**src/tile_net_pkg.sv**
```systemverilog
// tile network localparams, op codes, request, address union, packet and load info types
package tile_net_pkg;

  localparam int data_width_lp         = 32;
  localparam int x_cord_width_lp       = 4;
  localparam int y_cord_width_lp       = 4;
  localparam int pkt_addr_width_lp     = 16;
  localparam int dram_ch_addr_width_lp = 14;
  localparam int max_out_credits_lp    = 8;
  localparam int credit_width_lp       = 4;
  localparam int fifo_depth_lp         = 4;
  localparam int fifo_ptr_width_lp     = $clog2(fifo_depth_lp);
  localparam int fifo_count_width_lp   = $clog2(fifo_depth_lp + 1);
  localparam int reg_addr_width_lp     = 5;

  typedef enum logic [1:0] {
    op_load    = 2'd0,
    op_store   = 2'd1,
    op_swap_aq = 2'd2,
    op_swap_rl = 2'd3
  } packet_op_e;

  typedef struct packed {
    logic                     write_not_read;
    logic                     swap_aq;
    logic                     swap_rl;
    logic [3:0]               mask;
    logic [data_width_lp-1:0] addr;
    logic [data_width_lp-1:0] payload;
  } remote_req_s;

  // one effective address, three decodings
  typedef union packed {
    struct packed {
      logic                             is_dram;
      logic [3:0]                       x_cord;
      logic [12:0]                      unused;
      logic [dram_ch_addr_width_lp-1:0] ch_addr;
    } dram_view;
    struct packed {
      logic [1:0]                   remote;   // 01 for global
      logic [5:0]                   y_cord;
      logic [5:0]                   x_cord;
      logic [pkt_addr_width_lp-1:0] addr;
      logic [1:0]                   byte_sel;
    } global_view;
    struct packed {
      logic [2:0]                   remote;   // 001 for in-group
      logic [4:0]                   y_cord;
      logic [5:0]                   x_cord;
      logic [pkt_addr_width_lp-1:0] addr;
      logic [1:0]                   byte_sel;
    } group_view;
  } remote_addr_u;

  typedef struct packed {
    packet_op_e                   op;
    logic [3:0]                   op_ex;
    logic [pkt_addr_width_lp-1:0] addr;
    logic [data_width_lp-1:0]     payload;
    logic [y_cord_width_lp-1:0]   src_y;
    logic [x_cord_width_lp-1:0]   src_x;
    logic [y_cord_width_lp-1:0]   y_cord;
    logic [x_cord_width_lp-1:0]   x_cord;
  } net_packet_s;

  typedef struct packed {
    logic                         icache_fetch;
    logic                         float_wb;
    logic                         is_unsigned;
    logic                         is_byte;
    logic                         is_hex;
    logic [1:0]                   part_sel;
    logic [reg_addr_width_lp-1:0] reg_id;
  } load_info_s;

  localparam int load_id_width_lp = $bits(load_info_s);

endpackage

```
**src/return_chan_if.sv**
```systemverilog
// return channel interface between the response buffer and the dispatch logic
`timescale 1ns/1ps

interface return_chan_if
  import tile_net_pkg::*;
();

  logic                     v;
  logic [data_width_lp-1:0] data;
  load_info_s               load_info;
  logic                     full;
  logic                     yumi;   // pop when v & yumi

  modport buffer (
    output v, data, load_info, full,
    input  yumi
  );

  modport cons (
    input  v, data, load_info, full,
    output yumi
  );

endinterface

```
**src/credit_counter.sv**
```systemverilog
// credit_counter: outstanding request credit count
`timescale 1ns/1ps

module credit_counter
  import tile_net_pkg::*;
(
  input  logic clk_i,
  input  logic reset_i,
  input  logic send_i,
  input  logic credit_return_i,
  output logic has_credit_o
);

  logic [credit_width_lp-1:0] count_r;

  always_ff @(posedge clk_i) begin
    if (reset_i) begin
      count_r <= credit_width_lp'(max_out_credits_lp);
    end else if (send_i & ~credit_return_i) begin
      count_r <= count_r - 1'b1;
    end else if (credit_return_i & ~send_i) begin
      count_r <= count_r + 1'b1;
    end
  end

  assign has_credit_o = |count_r;

  // network returns no more credits than were taken
  a_credit_max: assert property (
    @(posedge clk_i) disable iff (reset_i)
    count_r <= credit_width_lp'(max_out_credits_lp)
  );

  a_credit_underflow: assert property (
    @(posedge clk_i) disable iff (reset_i)
    (count_r == '0) |-> !(send_i && !credit_return_i)
  );

endmodule

```
**src/eva_translate.sv**
```systemverilog
// eva_translate: remote address decode and outgoing packet build
`timescale 1ns/1ps

module eva_translate
  import tile_net_pkg::*;
(
  input  logic                       clk_i,
  input  logic                       reset_i,
  input  remote_req_s                remote_req_i,
  input  logic                       remote_req_v_i,
  output logic                       remote_req_yumi_o,
  input  logic                       has_credit_i,
  input  logic [x_cord_width_lp-1:0] tgo_x_i,
  input  logic [y_cord_width_lp-1:0] tgo_y_i,
  input  logic [x_cord_width_lp-1:0] my_x_i,
  input  logic [y_cord_width_lp-1:0] my_y_i,
  output net_packet_s                out_packet_o,
  output logic                       out_v_o,
  input  logic                       out_ready_i
);

  remote_addr_u eva;
  logic is_dram, is_global, is_group, is_invalid;
  logic [4:0] grp_y_sum;
  logic [5:0] grp_x_sum;

  assign eva = remote_req_i.addr;

  assign is_dram    = eva.dram_view.is_dram;
  assign is_global  = (eva.global_view.remote == 2'b01);
  assign is_group   = (eva.group_view.remote == 3'b001);
  assign is_invalid = ~(is_dram | is_global | is_group);

  // in-group coords are relative to the tile group origin
  assign grp_y_sum = eva.group_view.y_cord + {1'b0, tgo_y_i};
  assign grp_x_sum = eva.group_view.x_cord + {2'b00, tgo_x_i};

  always_comb begin
    out_packet_o.op_ex   = remote_req_i.mask;
    out_packet_o.payload = remote_req_i.payload;
    out_packet_o.src_y   = my_y_i;
    out_packet_o.src_x   = my_x_i;

    if (remote_req_i.swap_aq) out_packet_o.op = op_swap_aq;
    else if (remote_req_i.swap_rl) out_packet_o.op = op_swap_rl;
    else if (remote_req_i.write_not_read) out_packet_o.op = op_store;
    else out_packet_o.op = op_load;

    if (is_dram) begin
      out_packet_o.y_cord = '1;   // dram sits on the last row
      out_packet_o.x_cord = eva.dram_view.x_cord;
      out_packet_o.addr   = pkt_addr_width_lp'(eva.dram_view.ch_addr);
    end else if (is_global) begin
      out_packet_o.y_cord = eva.global_view.y_cord[y_cord_width_lp-1:0];
      out_packet_o.x_cord = eva.global_view.x_cord[x_cord_width_lp-1:0];
      out_packet_o.addr   = eva.global_view.addr;
    end else if (is_group) begin
      out_packet_o.y_cord = grp_y_sum[y_cord_width_lp-1:0];
      out_packet_o.x_cord = grp_x_sum[x_cord_width_lp-1:0];
      out_packet_o.addr   = eva.group_view.addr;
    end else begin
      out_packet_o.y_cord = '0;
      out_packet_o.x_cord = '0;
      out_packet_o.addr   = '0;
    end
  end

  assign out_v_o           = remote_req_v_i & has_credit_i;
  assign remote_req_yumi_o = out_v_o & out_ready_i;

  // core must never issue an address outside the three maps
  a_no_invalid_eva: assert property (
    @(posedge clk_i) disable iff (reset_i) out_v_o |-> !is_invalid
  );

endmodule

```
**src/load_packer.sv**
```systemverilog
// load_packer: byte and half-word extraction with sign or zero extension
`timescale 1ns/1ps

module load_packer
  import tile_net_pkg::*;
(
  input  logic [data_width_lp-1:0] data_i,
  input  logic                     is_unsigned_i,
  input  logic                     is_byte_i,
  input  logic                     is_hex_i,
  input  logic [1:0]               part_sel_i,
  output logic [data_width_lp-1:0] data_o
);

  logic [7:0]  byte_val;
  logic [15:0] hex_val;

  assign byte_val = data_i[8*part_sel_i +: 8];
  assign hex_val  = data_i[16*part_sel_i[1] +: 16];   // low bit ignored

  always_comb begin
    if (is_byte_i) begin
      if (is_unsigned_i) data_o = {24'b0, byte_val};
      else data_o = {{24{byte_val[7]}}, byte_val};
    end else if (is_hex_i) begin
      if (is_unsigned_i) data_o = {16'b0, hex_val};
      else data_o = {{16{hex_val[15]}}, hex_val};
    end else begin
      data_o = data_i;   // full word
    end
  end

endmodule

```
**src/response_dispatch.sv**
```systemverilog
// response_dispatch: routes buffered responses to fetch, float or integer paths
`timescale 1ns/1ps

module response_dispatch
  import tile_net_pkg::*;
(
  return_chan_if.cons              chan,
  output logic                         ifetch_v_o,
  output logic [data_width_lp-1:0]     ifetch_instr_o,
  output logic                         float_resp_v_o,
  output logic [reg_addr_width_lp-1:0] float_resp_rd_o,
  output logic [data_width_lp-1:0]     float_resp_data_o,
  output logic                         int_resp_v_o,
  output logic [reg_addr_width_lp-1:0] int_resp_rd_o,
  output logic [data_width_lp-1:0]     int_resp_data_o,
  output logic                         int_resp_force_o,
  input  logic                         int_resp_yumi_i
);

  load_packer packer (
    .data_i        (chan.data),
    .is_unsigned_i (chan.load_info.is_unsigned),
    .is_byte_i     (chan.load_info.is_byte),
    .is_hex_i      (chan.load_info.is_hex),
    .part_sel_i    (chan.load_info.part_sel),
    .data_o        (int_resp_data_o)
  );

  assign ifetch_instr_o    = chan.data;
  assign float_resp_data_o = chan.data;
  assign float_resp_rd_o   = chan.load_info.reg_id;
  assign int_resp_rd_o     = chan.load_info.reg_id;

  always_comb begin
    ifetch_v_o       = 1'b0;
    float_resp_v_o   = 1'b0;
    int_resp_v_o     = 1'b0;
    int_resp_force_o = 1'b0;
    chan.yumi        = 1'b0;
    if (chan.load_info.icache_fetch) begin
      ifetch_v_o = chan.v;
      chan.yumi  = chan.v;
    end else if (chan.load_info.float_wb) begin
      float_resp_v_o = chan.v;
      chan.yumi      = chan.v;
    end else begin
      // full buffer forces the integer writeback so it can drain
      int_resp_v_o     = chan.v;
      int_resp_force_o = chan.v & chan.full;
      chan.yumi        = chan.v & (int_resp_yumi_i | chan.full);
    end
  end

endmodule

```
**src/return_fifo.sv**
```systemverilog
// return_fifo: four-entry buffer of returned data and load info
`timescale 1ns/1ps

module return_fifo
  import tile_net_pkg::*;
(
  input  logic                     clk_i,
  input  logic                     reset_i,
  input  logic                     v_i,
  input  logic [data_width_lp-1:0] data_i,
  input  load_info_s               load_info_i,
  output logic                     ready_o,
  return_chan_if.buffer            chan
);

  logic [data_width_lp-1:0]       data_mem [fifo_depth_lp];
  load_info_s                     info_mem [fifo_depth_lp];
  logic [fifo_ptr_width_lp-1:0]   wptr_r, rptr_r;
  logic [fifo_count_width_lp-1:0] count_r;
  logic push, pop;

  assign chan.full = (count_r == fifo_count_width_lp'(fifo_depth_lp));
  assign ready_o   = ~chan.full;
  assign push      = v_i & ~chan.full;
  assign pop       = chan.v & chan.yumi;

  always_ff @(posedge clk_i) begin
    if (reset_i) begin
      wptr_r  <= '0;
      rptr_r  <= '0;
      count_r <= '0;
    end else begin
      if (push) wptr_r <= wptr_r + 1'b1;   // wraps at depth
      if (pop) rptr_r <= rptr_r + 1'b1;
      if (push & ~pop) count_r <= count_r + 1'b1;
      else if (pop & ~push) count_r <= count_r - 1'b1;
    end
  end

  always_ff @(posedge clk_i) begin
    if (push) begin
      data_mem[wptr_r] <= data_i;
      info_mem[wptr_r] <= load_info_i;
    end
  end

  assign chan.v         = (count_r != '0);
  assign chan.data      = data_mem[rptr_r];
  assign chan.load_info = info_mem[rptr_r];

  // consumer only pops a valid head entry
  a_no_pop_empty: assert property (
    @(posedge clk_i) disable iff (reset_i) chan.yumi |-> chan.v
  );

endmodule

```
**src/tile_net_tx.sv**
```systemverilog
// tile_net_tx: top level of the tile network transmit and return side
`timescale 1ns/1ps

module tile_net_tx
  import tile_net_pkg::*;
(
  input  logic                         clk_i,
  input  logic                         reset_i,
  input  logic                         remote_req_v_i,
  input  logic                         remote_req_write_i,
  input  logic                         remote_req_swap_aq_i,
  input  logic                         remote_req_swap_rl_i,
  input  logic [3:0]                   remote_req_mask_i,
  input  logic [data_width_lp-1:0]     remote_req_addr_i,
  input  logic [data_width_lp-1:0]     remote_req_payload_i,
  output logic                         remote_req_yumi_o,
  output net_packet_s                  out_packet_o,
  output logic                         out_v_o,
  input  logic                         out_ready_i,
  input  logic                         credit_return_i,
  input  logic [x_cord_width_lp-1:0]   tgo_x_i,
  input  logic [y_cord_width_lp-1:0]   tgo_y_i,
  input  logic [x_cord_width_lp-1:0]   my_x_i,
  input  logic [y_cord_width_lp-1:0]   my_y_i,
  input  logic                         returned_v_i,
  input  logic [data_width_lp-1:0]     returned_data_i,
  input  logic [load_id_width_lp-1:0]  returned_load_id_i,
  output logic                         returned_ready_o,
  output logic                         ifetch_v_o,
  output logic [data_width_lp-1:0]     ifetch_instr_o,
  output logic                         float_resp_v_o,
  output logic [reg_addr_width_lp-1:0] float_resp_rd_o,
  output logic [data_width_lp-1:0]     float_resp_data_o,
  output logic                         int_resp_v_o,
  output logic [reg_addr_width_lp-1:0] int_resp_rd_o,
  output logic [data_width_lp-1:0]     int_resp_data_o,
  output logic                         int_resp_force_o,
  input  logic                         int_resp_yumi_i
);

  remote_req_s req;
  load_info_s  returned_info;
  logic        has_credit;

  assign req.write_not_read = remote_req_write_i;
  assign req.swap_aq        = remote_req_swap_aq_i;
  assign req.swap_rl        = remote_req_swap_rl_i;
  assign req.mask           = remote_req_mask_i;
  assign req.addr           = remote_req_addr_i;
  assign req.payload        = remote_req_payload_i;
  assign returned_info      = returned_load_id_i;

  return_chan_if chan_if ();

  eva_translate tx (
    .clk_i, .reset_i,
    .remote_req_i (req),
    .remote_req_v_i, .remote_req_yumi_o,
    .has_credit_i (has_credit),
    .tgo_x_i, .tgo_y_i, .my_x_i, .my_y_i,
    .out_packet_o, .out_v_o, .out_ready_i
  );

  credit_counter credits (
    .clk_i, .reset_i,
    .send_i          (remote_req_yumi_o),   // out_v & out_ready
    .credit_return_i,
    .has_credit_o    (has_credit)
  );

  return_fifo rx_fifo (
    .clk_i, .reset_i,
    .v_i         (returned_v_i),
    .data_i      (returned_data_i),
    .load_info_i (returned_info),
    .ready_o     (returned_ready_o),
    .chan        (chan_if)
  );

  response_dispatch dispatch (
    .chan (chan_if),
    .ifetch_v_o, .ifetch_instr_o,
    .float_resp_v_o, .float_resp_rd_o, .float_resp_data_o,
    .int_resp_v_o, .int_resp_rd_o, .int_resp_data_o,
    .int_resp_force_o, .int_resp_yumi_i
  );

endmodule

```
**config.mk**
```make
export PLATFORM = sky130hd
export DESIGN_NAME = tile_net_tx
export DESIGN_NICKNAME = d
export VERILOG_FILES = /design/src/tile_net_pkg.sv /design/src/return_chan_if.sv /design/src/credit_counter.sv /design/src/eva_translate.sv /design/src/load_packer.sv /design/src/response_dispatch.sv /design/src/return_fifo.sv /design/src/tile_net_tx.sv
export SDC_FILE = /design/constraint.sdc
export NUM_CORES = 1
export LEC_CHECK = 0
export ABC_CLOCK_PERIOD_IN_PS = 2700
export BUFFER_PORTS_ARGS = -buffer_cell sky130_fd_sc_hd__buf_2
export CORE_MARGIN = 3
export CORE_UTILIZATION = 45
export CTS_BUF_LIST = sky130_fd_sc_hd__clkbuf_16
export DETAILED_ROUTE_END_ITERATION = 10
export HOLD_SLACK_MARGIN = 0.12
export PLACE_DENSITY = 0.81
export SLEW_MARGIN = 10
export SYNTH_ARGS = -nofsm -noshare
export SYNTH_HDL_FRONTEND = slang
export SYNTH_SLANG_ARGS = --single-unit
```
**constraint.sdc**
```tcl
create_clock -name clk_i -period 2.7 [get_ports clk_i]
set_input_delay 0.405 -clock clk_i [delete_from_list [all_inputs] [get_ports clk_i]]
set_output_delay 0.405 -clock clk_i [all_outputs]
set_load 0.005 [all_outputs]
```
Word level (Yosys, flattened, before mapping)
Memories as Yosys holds them, arrays and structs flattened. A register that Yosys moved wholly into a read port is not among the register bits.
Cells that the tools add are included.
{ "op_classes": {"mux": 32, "shift": 2, "n_bitwise": 16, "eq_ne": 3, "addsub": 8, "n_reduce_logical": 4} }
{ "ops": {"columns": ["op", "count"], "rows": [
  ["$mux 32", 4],
  ["$mux 16", 3],
  ["$shiftx 32x6->16", 1],
  ["$shiftx 32x6->8", 1],
  ["$mux 8", 3],
  ["$mux 1", 12],
  ["$mux 2", 6],
  ["$and 1x1->1", 10],
  ["$add 4x4->4", 2],
  ["$mux 4", 2],
  ["$mux 3", 2],
  ["$not 1->1", 5],
  ["$add 2x1->2 const B", 2],
  ["$add 4x1->4 const B", 1],
  ["$reduce_bool 2->1", 2],
  ["$reduce_or 4->1", 1],
  ["$sub 4x1->4 const B", 1],
  ["$add 3x1->3 const B", 1],
  ["$eq 3x1->1 const B", 1],
  ["$eq 3x3->1 const B", 1],
  ["$reduce_bool 3->1", 1],
  ["$sub 3x1->3 const B", 1],
  ["$eq 2x1->1 const B", 1],
  ["$or 1x1->1", 1]
]} }
{ "word_totals": {"memories": 2, "input_bits": 138, "mem_bits_rw": 176, "word_cells": 71, "ff_bits": 11} }
{ "mem_list": {"columns": ["name", "depth", "width", "rd", "rd_ports_with_merged_regs", "write_ports", "line", "text"], "rows": [
  ["rx_fifo.data_mem", 4, 32, 1, 1, 1, "return_fifo.sv:16", "logic [data_width_lp-1:0] data_mem [fifo_depth_lp];"],
  ["rx_fifo.info_mem", 4, 12, 1, 1, 1, "return_fifo.sv:17", "load_info_s info_mem [fifo_depth_lp];"]
]} }

Logic depth before layout (Yosys ltp)
{ "logic_depth": {"depth_word": 9, "mapped_depth": 11, "mapped_depth_nobuf": 9} }

By module
Synthesis repeated with hierarchy kept, for this count alone.
{ "hier_totals": {"cells_unflattened": 617, "area_unflattened_um2": 9471.6} }
{ "by_module_without_submodules": {"columns": ["module", "cells_per_inst", "area_per_inst_um2", "instances", "seq_area_each_um2"], "rows": [
  ["return_fifo", 280, 6871.6, 1, 5465.2],
  ["eva_translate", 119, 927.1, 1, 0.0],
  ["load_packer", 110, 802.0, 1, 0.0],
  ["response_dispatch", 79, 599.3, 1, 0.0],
  ["credit_counter", 29, 271.5, 1, 80.1]
]} }

Worst setup path before layout
Ideal clock, no wire load.
{ "synth_path": {"kind": "reg2reg", "startpoint": "reg with a tool-made name", "endpoint": "reg rx_fifo.count_r[2]", "arrival_ps": 2830, "path_slack_ps": -200, "stages_incl_launch_ff": 12, "required_ps": 2630, "path_buffers": 2, "path_cell_list": "dfxtp_1 > buf_6 > buf_12 > mux4_2 > or2_4 > o31ai_4 > ha_1 > inv_1 > fa_1 > xor2_1 > or3_1 > a21oi_1"} }
{ "synth_lines": {"columns": ["element", "line", "text"], "rows": [
  ["end signal, assigned", "return_fifo.sv:35", "if (push & ~pop) count_r <= count_r + 1'b1;"],
  ["end signal, assigned", "return_fifo.sv:36", "else if (pop & ~push) count_r <= count_r - 1'b1;"],
  ["end, declared", "return_fifo.sv:19", "logic [fifo_count_width_lp-1:0] count_r;"]
]} }

==> out/metrics.yaml <==
syn-instance-count: 572
yosys_warnings: 0
drt-total-wl_mm: 23.82
intPower_mw: 7.501
place.detailed.instances: 995
leakagePower_nw: 4.400
grt_pass1_vias: 5582
root_buffer: "sky130_fd_sc_hd__clkbuf_16"
fin_util: 0.5616
vdd.ir_drop.worst_v: 0.0006216
rsz0062_at_grt: "yes"
postLayoutSetupSlackWorst_ps: -258.3
starting_density_of_the_core: 0.4602
regToRegEndpoint: "rx_fifo.count_r[2]$_SDFFE_PP0P_"
grt.overflow.total: 0
syn_avg_cell_area_um2: 15.76
die_h_um: 147.5
die_area_um2: 21770
post_synth_most_frequent_cells: "176 x sky130_fd_sc_hd__edfxtp_1, 84 x sky130_fd_sc_hd__buf_4, 43 x sky130_fd_sc_hd__mux4_2"
clkTransAtPathRegs_ps: 70
worstSetupStartpointType: "register"
routed-via-count: 5580
finalHoldViolations: 0
synth_largest_area_cell: "sky130_fd_sc_hd__edfxtp_1"
dr.first_iter.drc_count: 344
postSynthRegisterBits: 189
max_cap_violations: 0
grt_usage: 0.2161
drt_first_pass_iters: 4
grt_first_pass_wirelength_mm: 34.56
synth_seq_area_share: 0.6151
critical_path.max_fanout: 6
violations: "negative setup slack"
crit_arrival_ps: 2550
yosysUniqueCellTypes: 48
comb_power_share: 0.479
tritoncts: "built"
htreeDepth: 4
route.detailed.drc: 0
critical_path.endpoint_type: "output port"
drive_gt1_frac: 0.5057
slew_viol_final: 0
post_drt_wl_per_cell_um: 22.60
cts_made_buffers: 17
layout.cells.non_filler: 1054
clock_network_fraction_of_total_power: 0.198
final_min_period_over_clock_period: 1.096
boundaryPins: 321
switching_power_mw: 3.805
achievable-frequency_ghz: 0.3380
critical_path_class: "register to output port"
post-dp-hpwl_mm: 16.83
pwr_density_cell_nw_per_um2: 1028
grt_max_degree: 45
synth_enable_flop_cells: 176
chipWidth_um: 147.5
gp_congestion: 0.8463
drt.antenna.violating_nets: 0
cts.sinks: 189
core.rowCount: 51
fin_worst_skew_ps: 10.31
max-clock-path-buffers: 2
core_area_um2: 19590
detail_route.vias_per_cell: 5.294
ys_top_cells_by_area: "sky130_fd_sc_hd__edfxtp_1 59%, sky130_fd_sc_hd__mux4_2 11%, sky130_fd_sc_hd__buf_4 7.0%, sky130_fd_sc_hd__dfxtp_1 2.9%, sky130_fd_sc_hd__mux2i_1 2.6%"
final_net_count: 930
power.share.sequential: 0.324
worst-endpoint-required_ps: 2300
synth_top_area_share: 0.5863
most_instantiated_library_cell_after_synthesis: "sky130_fd_sc_hd__edfxtp_1"
status: "complete, but fails checks"
min_period_ps: 2958
place_worst_setup_slack_ps: -9.593
worst_pin_slew_ps: 844.3
area_growth_syn_to_layout_pct: 22.04
max_slew_margin: 0.4351
ys.flop_type: "sky130_fd_sc_hd__edfxtp_1"
hold_class: "input port to register"
finalSetupViolations: 33
power_switching_share: 0.3366
number_of_antenna_violations_at_the_first_check_in_global_routing: 2
clk_latency_ps: 430
port-buffer-count: 230
timing.critical_path.to: "int_resp_data_o[7]"
ys_async_sr_fraction: 0
rr_worst_depth: 11
regToRegSetupSlack_ps: -80
synth.net_count: 728
netlist_area_um2: 9015
==> per-layer routing <==
metal  routed length [um]  global-route usage
met1                 8880              0.2486
met2                12440              0.3843
met3                 1837             0.06652
met4                  661             0.07363
met5                    0                   0
==> cells in the final DEF (no fill, tap or decap), types with 2 or more instances in the layout <==
cell type                   Yosys  final
sky130_fd_sc_hd__buf_12         1     14
sky130_fd_sc_hd__nor2_1        22     21
sky130_fd_sc_hd__clkbuf_16      0     17
sky130_fd_sc_hd__a22o_1        14     14
sky130_fd_sc_hd__mux2_2        15     11
sky130_fd_sc_hd__a22oi_1        2      2
sky130_fd_sc_hd__nor2_2         1      2
sky130_fd_sc_hd__o22ai_1        7      6
sky130_fd_sc_hd__fa_1           4      3
sky130_fd_sc_hd__dfxtp_1       13     10
sky130_fd_sc_hd__inv_1         12     16
sky130_fd_sc_hd__mux4_2        43     44
sky130_fd_sc_hd__a221o_1        2      2
sky130_fd_sc_hd__clkinv_2       0      3
sky130_fd_sc_hd__edfxtp_1     176    176
sky130_fd_sc_hd__buf_4         84     38
sky130_fd_sc_hd__diode_2        0      2
sky130_fd_sc_hd__o21ai_0       14     14
sky130_fd_sc_hd__xor2_1         8      8
sky130_fd_sc_hd__mux2_4         0      4
sky130_fd_sc_hd__a21oi_2        1      3
sky130_fd_sc_hd__xnor2_1        4      4
sky130_fd_sc_hd__clkinv_1       0      4
sky130_fd_sc_hd__or3_1          2      2
sky130_fd_sc_hd__a21o_1         4      4
sky130_fd_sc_hd__and3_2         0      4
sky130_fd_sc_hd__ha_1          14     13
sky130_fd_sc_hd__o21ai_1        2      2
sky130_fd_sc_hd__buf_2          3    229
sky130_fd_sc_hd__a21oi_1       15     13
sky130_fd_sc_hd__mux2i_1       23     21
sky130_fd_sc_hd__nor2b_1        2      2
sky130_fd_sc_hd__dfxtp_2        0      2
sky130_fd_sc_hd__nand2_1       40     40
sky130_fd_sc_hd__and2_1         5      5
sky130_fd_sc_hd__buf_6          6      6
==> sequential cells by signal (all words and copies together), names as in the netlist, named ones only <==
signal / cells
rx_fifo.data_mem: 128
rx_fifo.rptr_r: 2
rx_fifo.wptr_r: 2
rx_fifo.count_r: 3
credits.count_r: 4
rx_fifo.info_mem: 48
==> final cells by class <==
| cell class | count | area, um2 |
|---|---|---|
| Sequential cell | 189 | 5552 |
| Fill cell | 1565 | 8588 |
| Timing Repair Buffer | 289 | 1839 |
| Clock buffer | 17 | 425.4 |
| Inverter | 12 | 45.04 |
| Antenna cell | 2 | 5.005 |
| Clock inverter | 15 | 95.09 |
| Multi-Input combinational cell | 265 | 2709 |
| Tap cell | 265 | 331.6 |
==> worst min path at each step <==
stage	startpoint	cells past startpoint	slack, ps	to
floorplan	rx_fifo.count_r[2]$_SDFFE_PP0P_	2	460	rx_fifo.count_r[2]$_SDFFE_PP0P_
global placement	rx_fifo.count_r[2]$_SDFFE_PP0P_	2	490	rx_fifo.count_r[2]$_SDFFE_PP0P_
detailed placement	rx_fifo.count_r[2]$_SDFFE_PP0P_	2	510	rx_fifo.count_r[2]$_SDFFE_PP0P_
CTS	returned_load_id_i[11]	1	170	rx_fifo.info_mem[0][11]$_DFFE_PP_
global route	returned_data_i[3]	1	170	rx_fifo.data_mem[2][3]$_DFFE_PP_
finish	returned_load_id_i[11]	1	190	rx_fifo.info_mem[0][11]$_DFFE_PP_
==> critical path, stage by stage, from the launching register on <==
cell                       delay [ps]
sky130_fd_sc_hd__dfxtp_4          360
sky130_fd_sc_hd__buf_12           120
sky130_fd_sc_hd__mux4_2           640
sky130_fd_sc_hd__mux2i_4          250
sky130_fd_sc_hd__a222oi_1         480
sky130_fd_sc_hd__buf_4            200
sky130_fd_sc_hd__buf_6             80
==> cell families after synthesis <==
| logic type | Yosys count | synth area share |
|---|---|---|
| AOI/OAI and AO/OA | 68 | 0.05413 |
| xor gates and xnor gates | 12 | 0.01166 |
| adders and majority gates | 18 | 0.02831 |
| buffers and inverters | 118 | 0.09132 |
| DFF | 189 | 0.6151 |
| muxes | 82 | 0.1546 |
| and+or+nand+nor | 85 | 0.04483 |
==> power by group through the flow <==
stage / Sequential, mW / Combinational [mW] / Clock (mW)
floorplan: 3.68 / 3.07 / 0
global route: 3.69 / 5.84 / 2.38
global placement: 3.69 / 4.75 / 0
finish: 3.66 / 5.41 / 2.24
detailed placement: 3.71 / 4.82 / 0
CTS: 3.66 / 5.42 / 2.26
==> per-stage QoR <==
step                cell area [um2]  hold slack, ps  TNS [ps]  total power, mW
floorplan                      9025           465.0    -137.4            6.741
global placement              10080           493.4    -4.929            8.448
detailed placement            10080           505.0    -9.593            8.533
CTS                           10960           171.9     -6536            11.33
global route                  11000           174.4     -9419            11.90
finish                        11000           187.2     -5620            11.31
==> what timing repair did <==
| action | in CTS | in global routing |
|---|---|---|
| pin swaps | 5 | 0 |
| buffers inserted | 21 | 2 |
| endpoints found under the setup margin | 36 | 34 |
| hold buffers | 0 | 0 |
| gates cloned | 2 | 0 |
| gates resized for setup | 29 | 7 |
(Power assumes the default switching activity.)
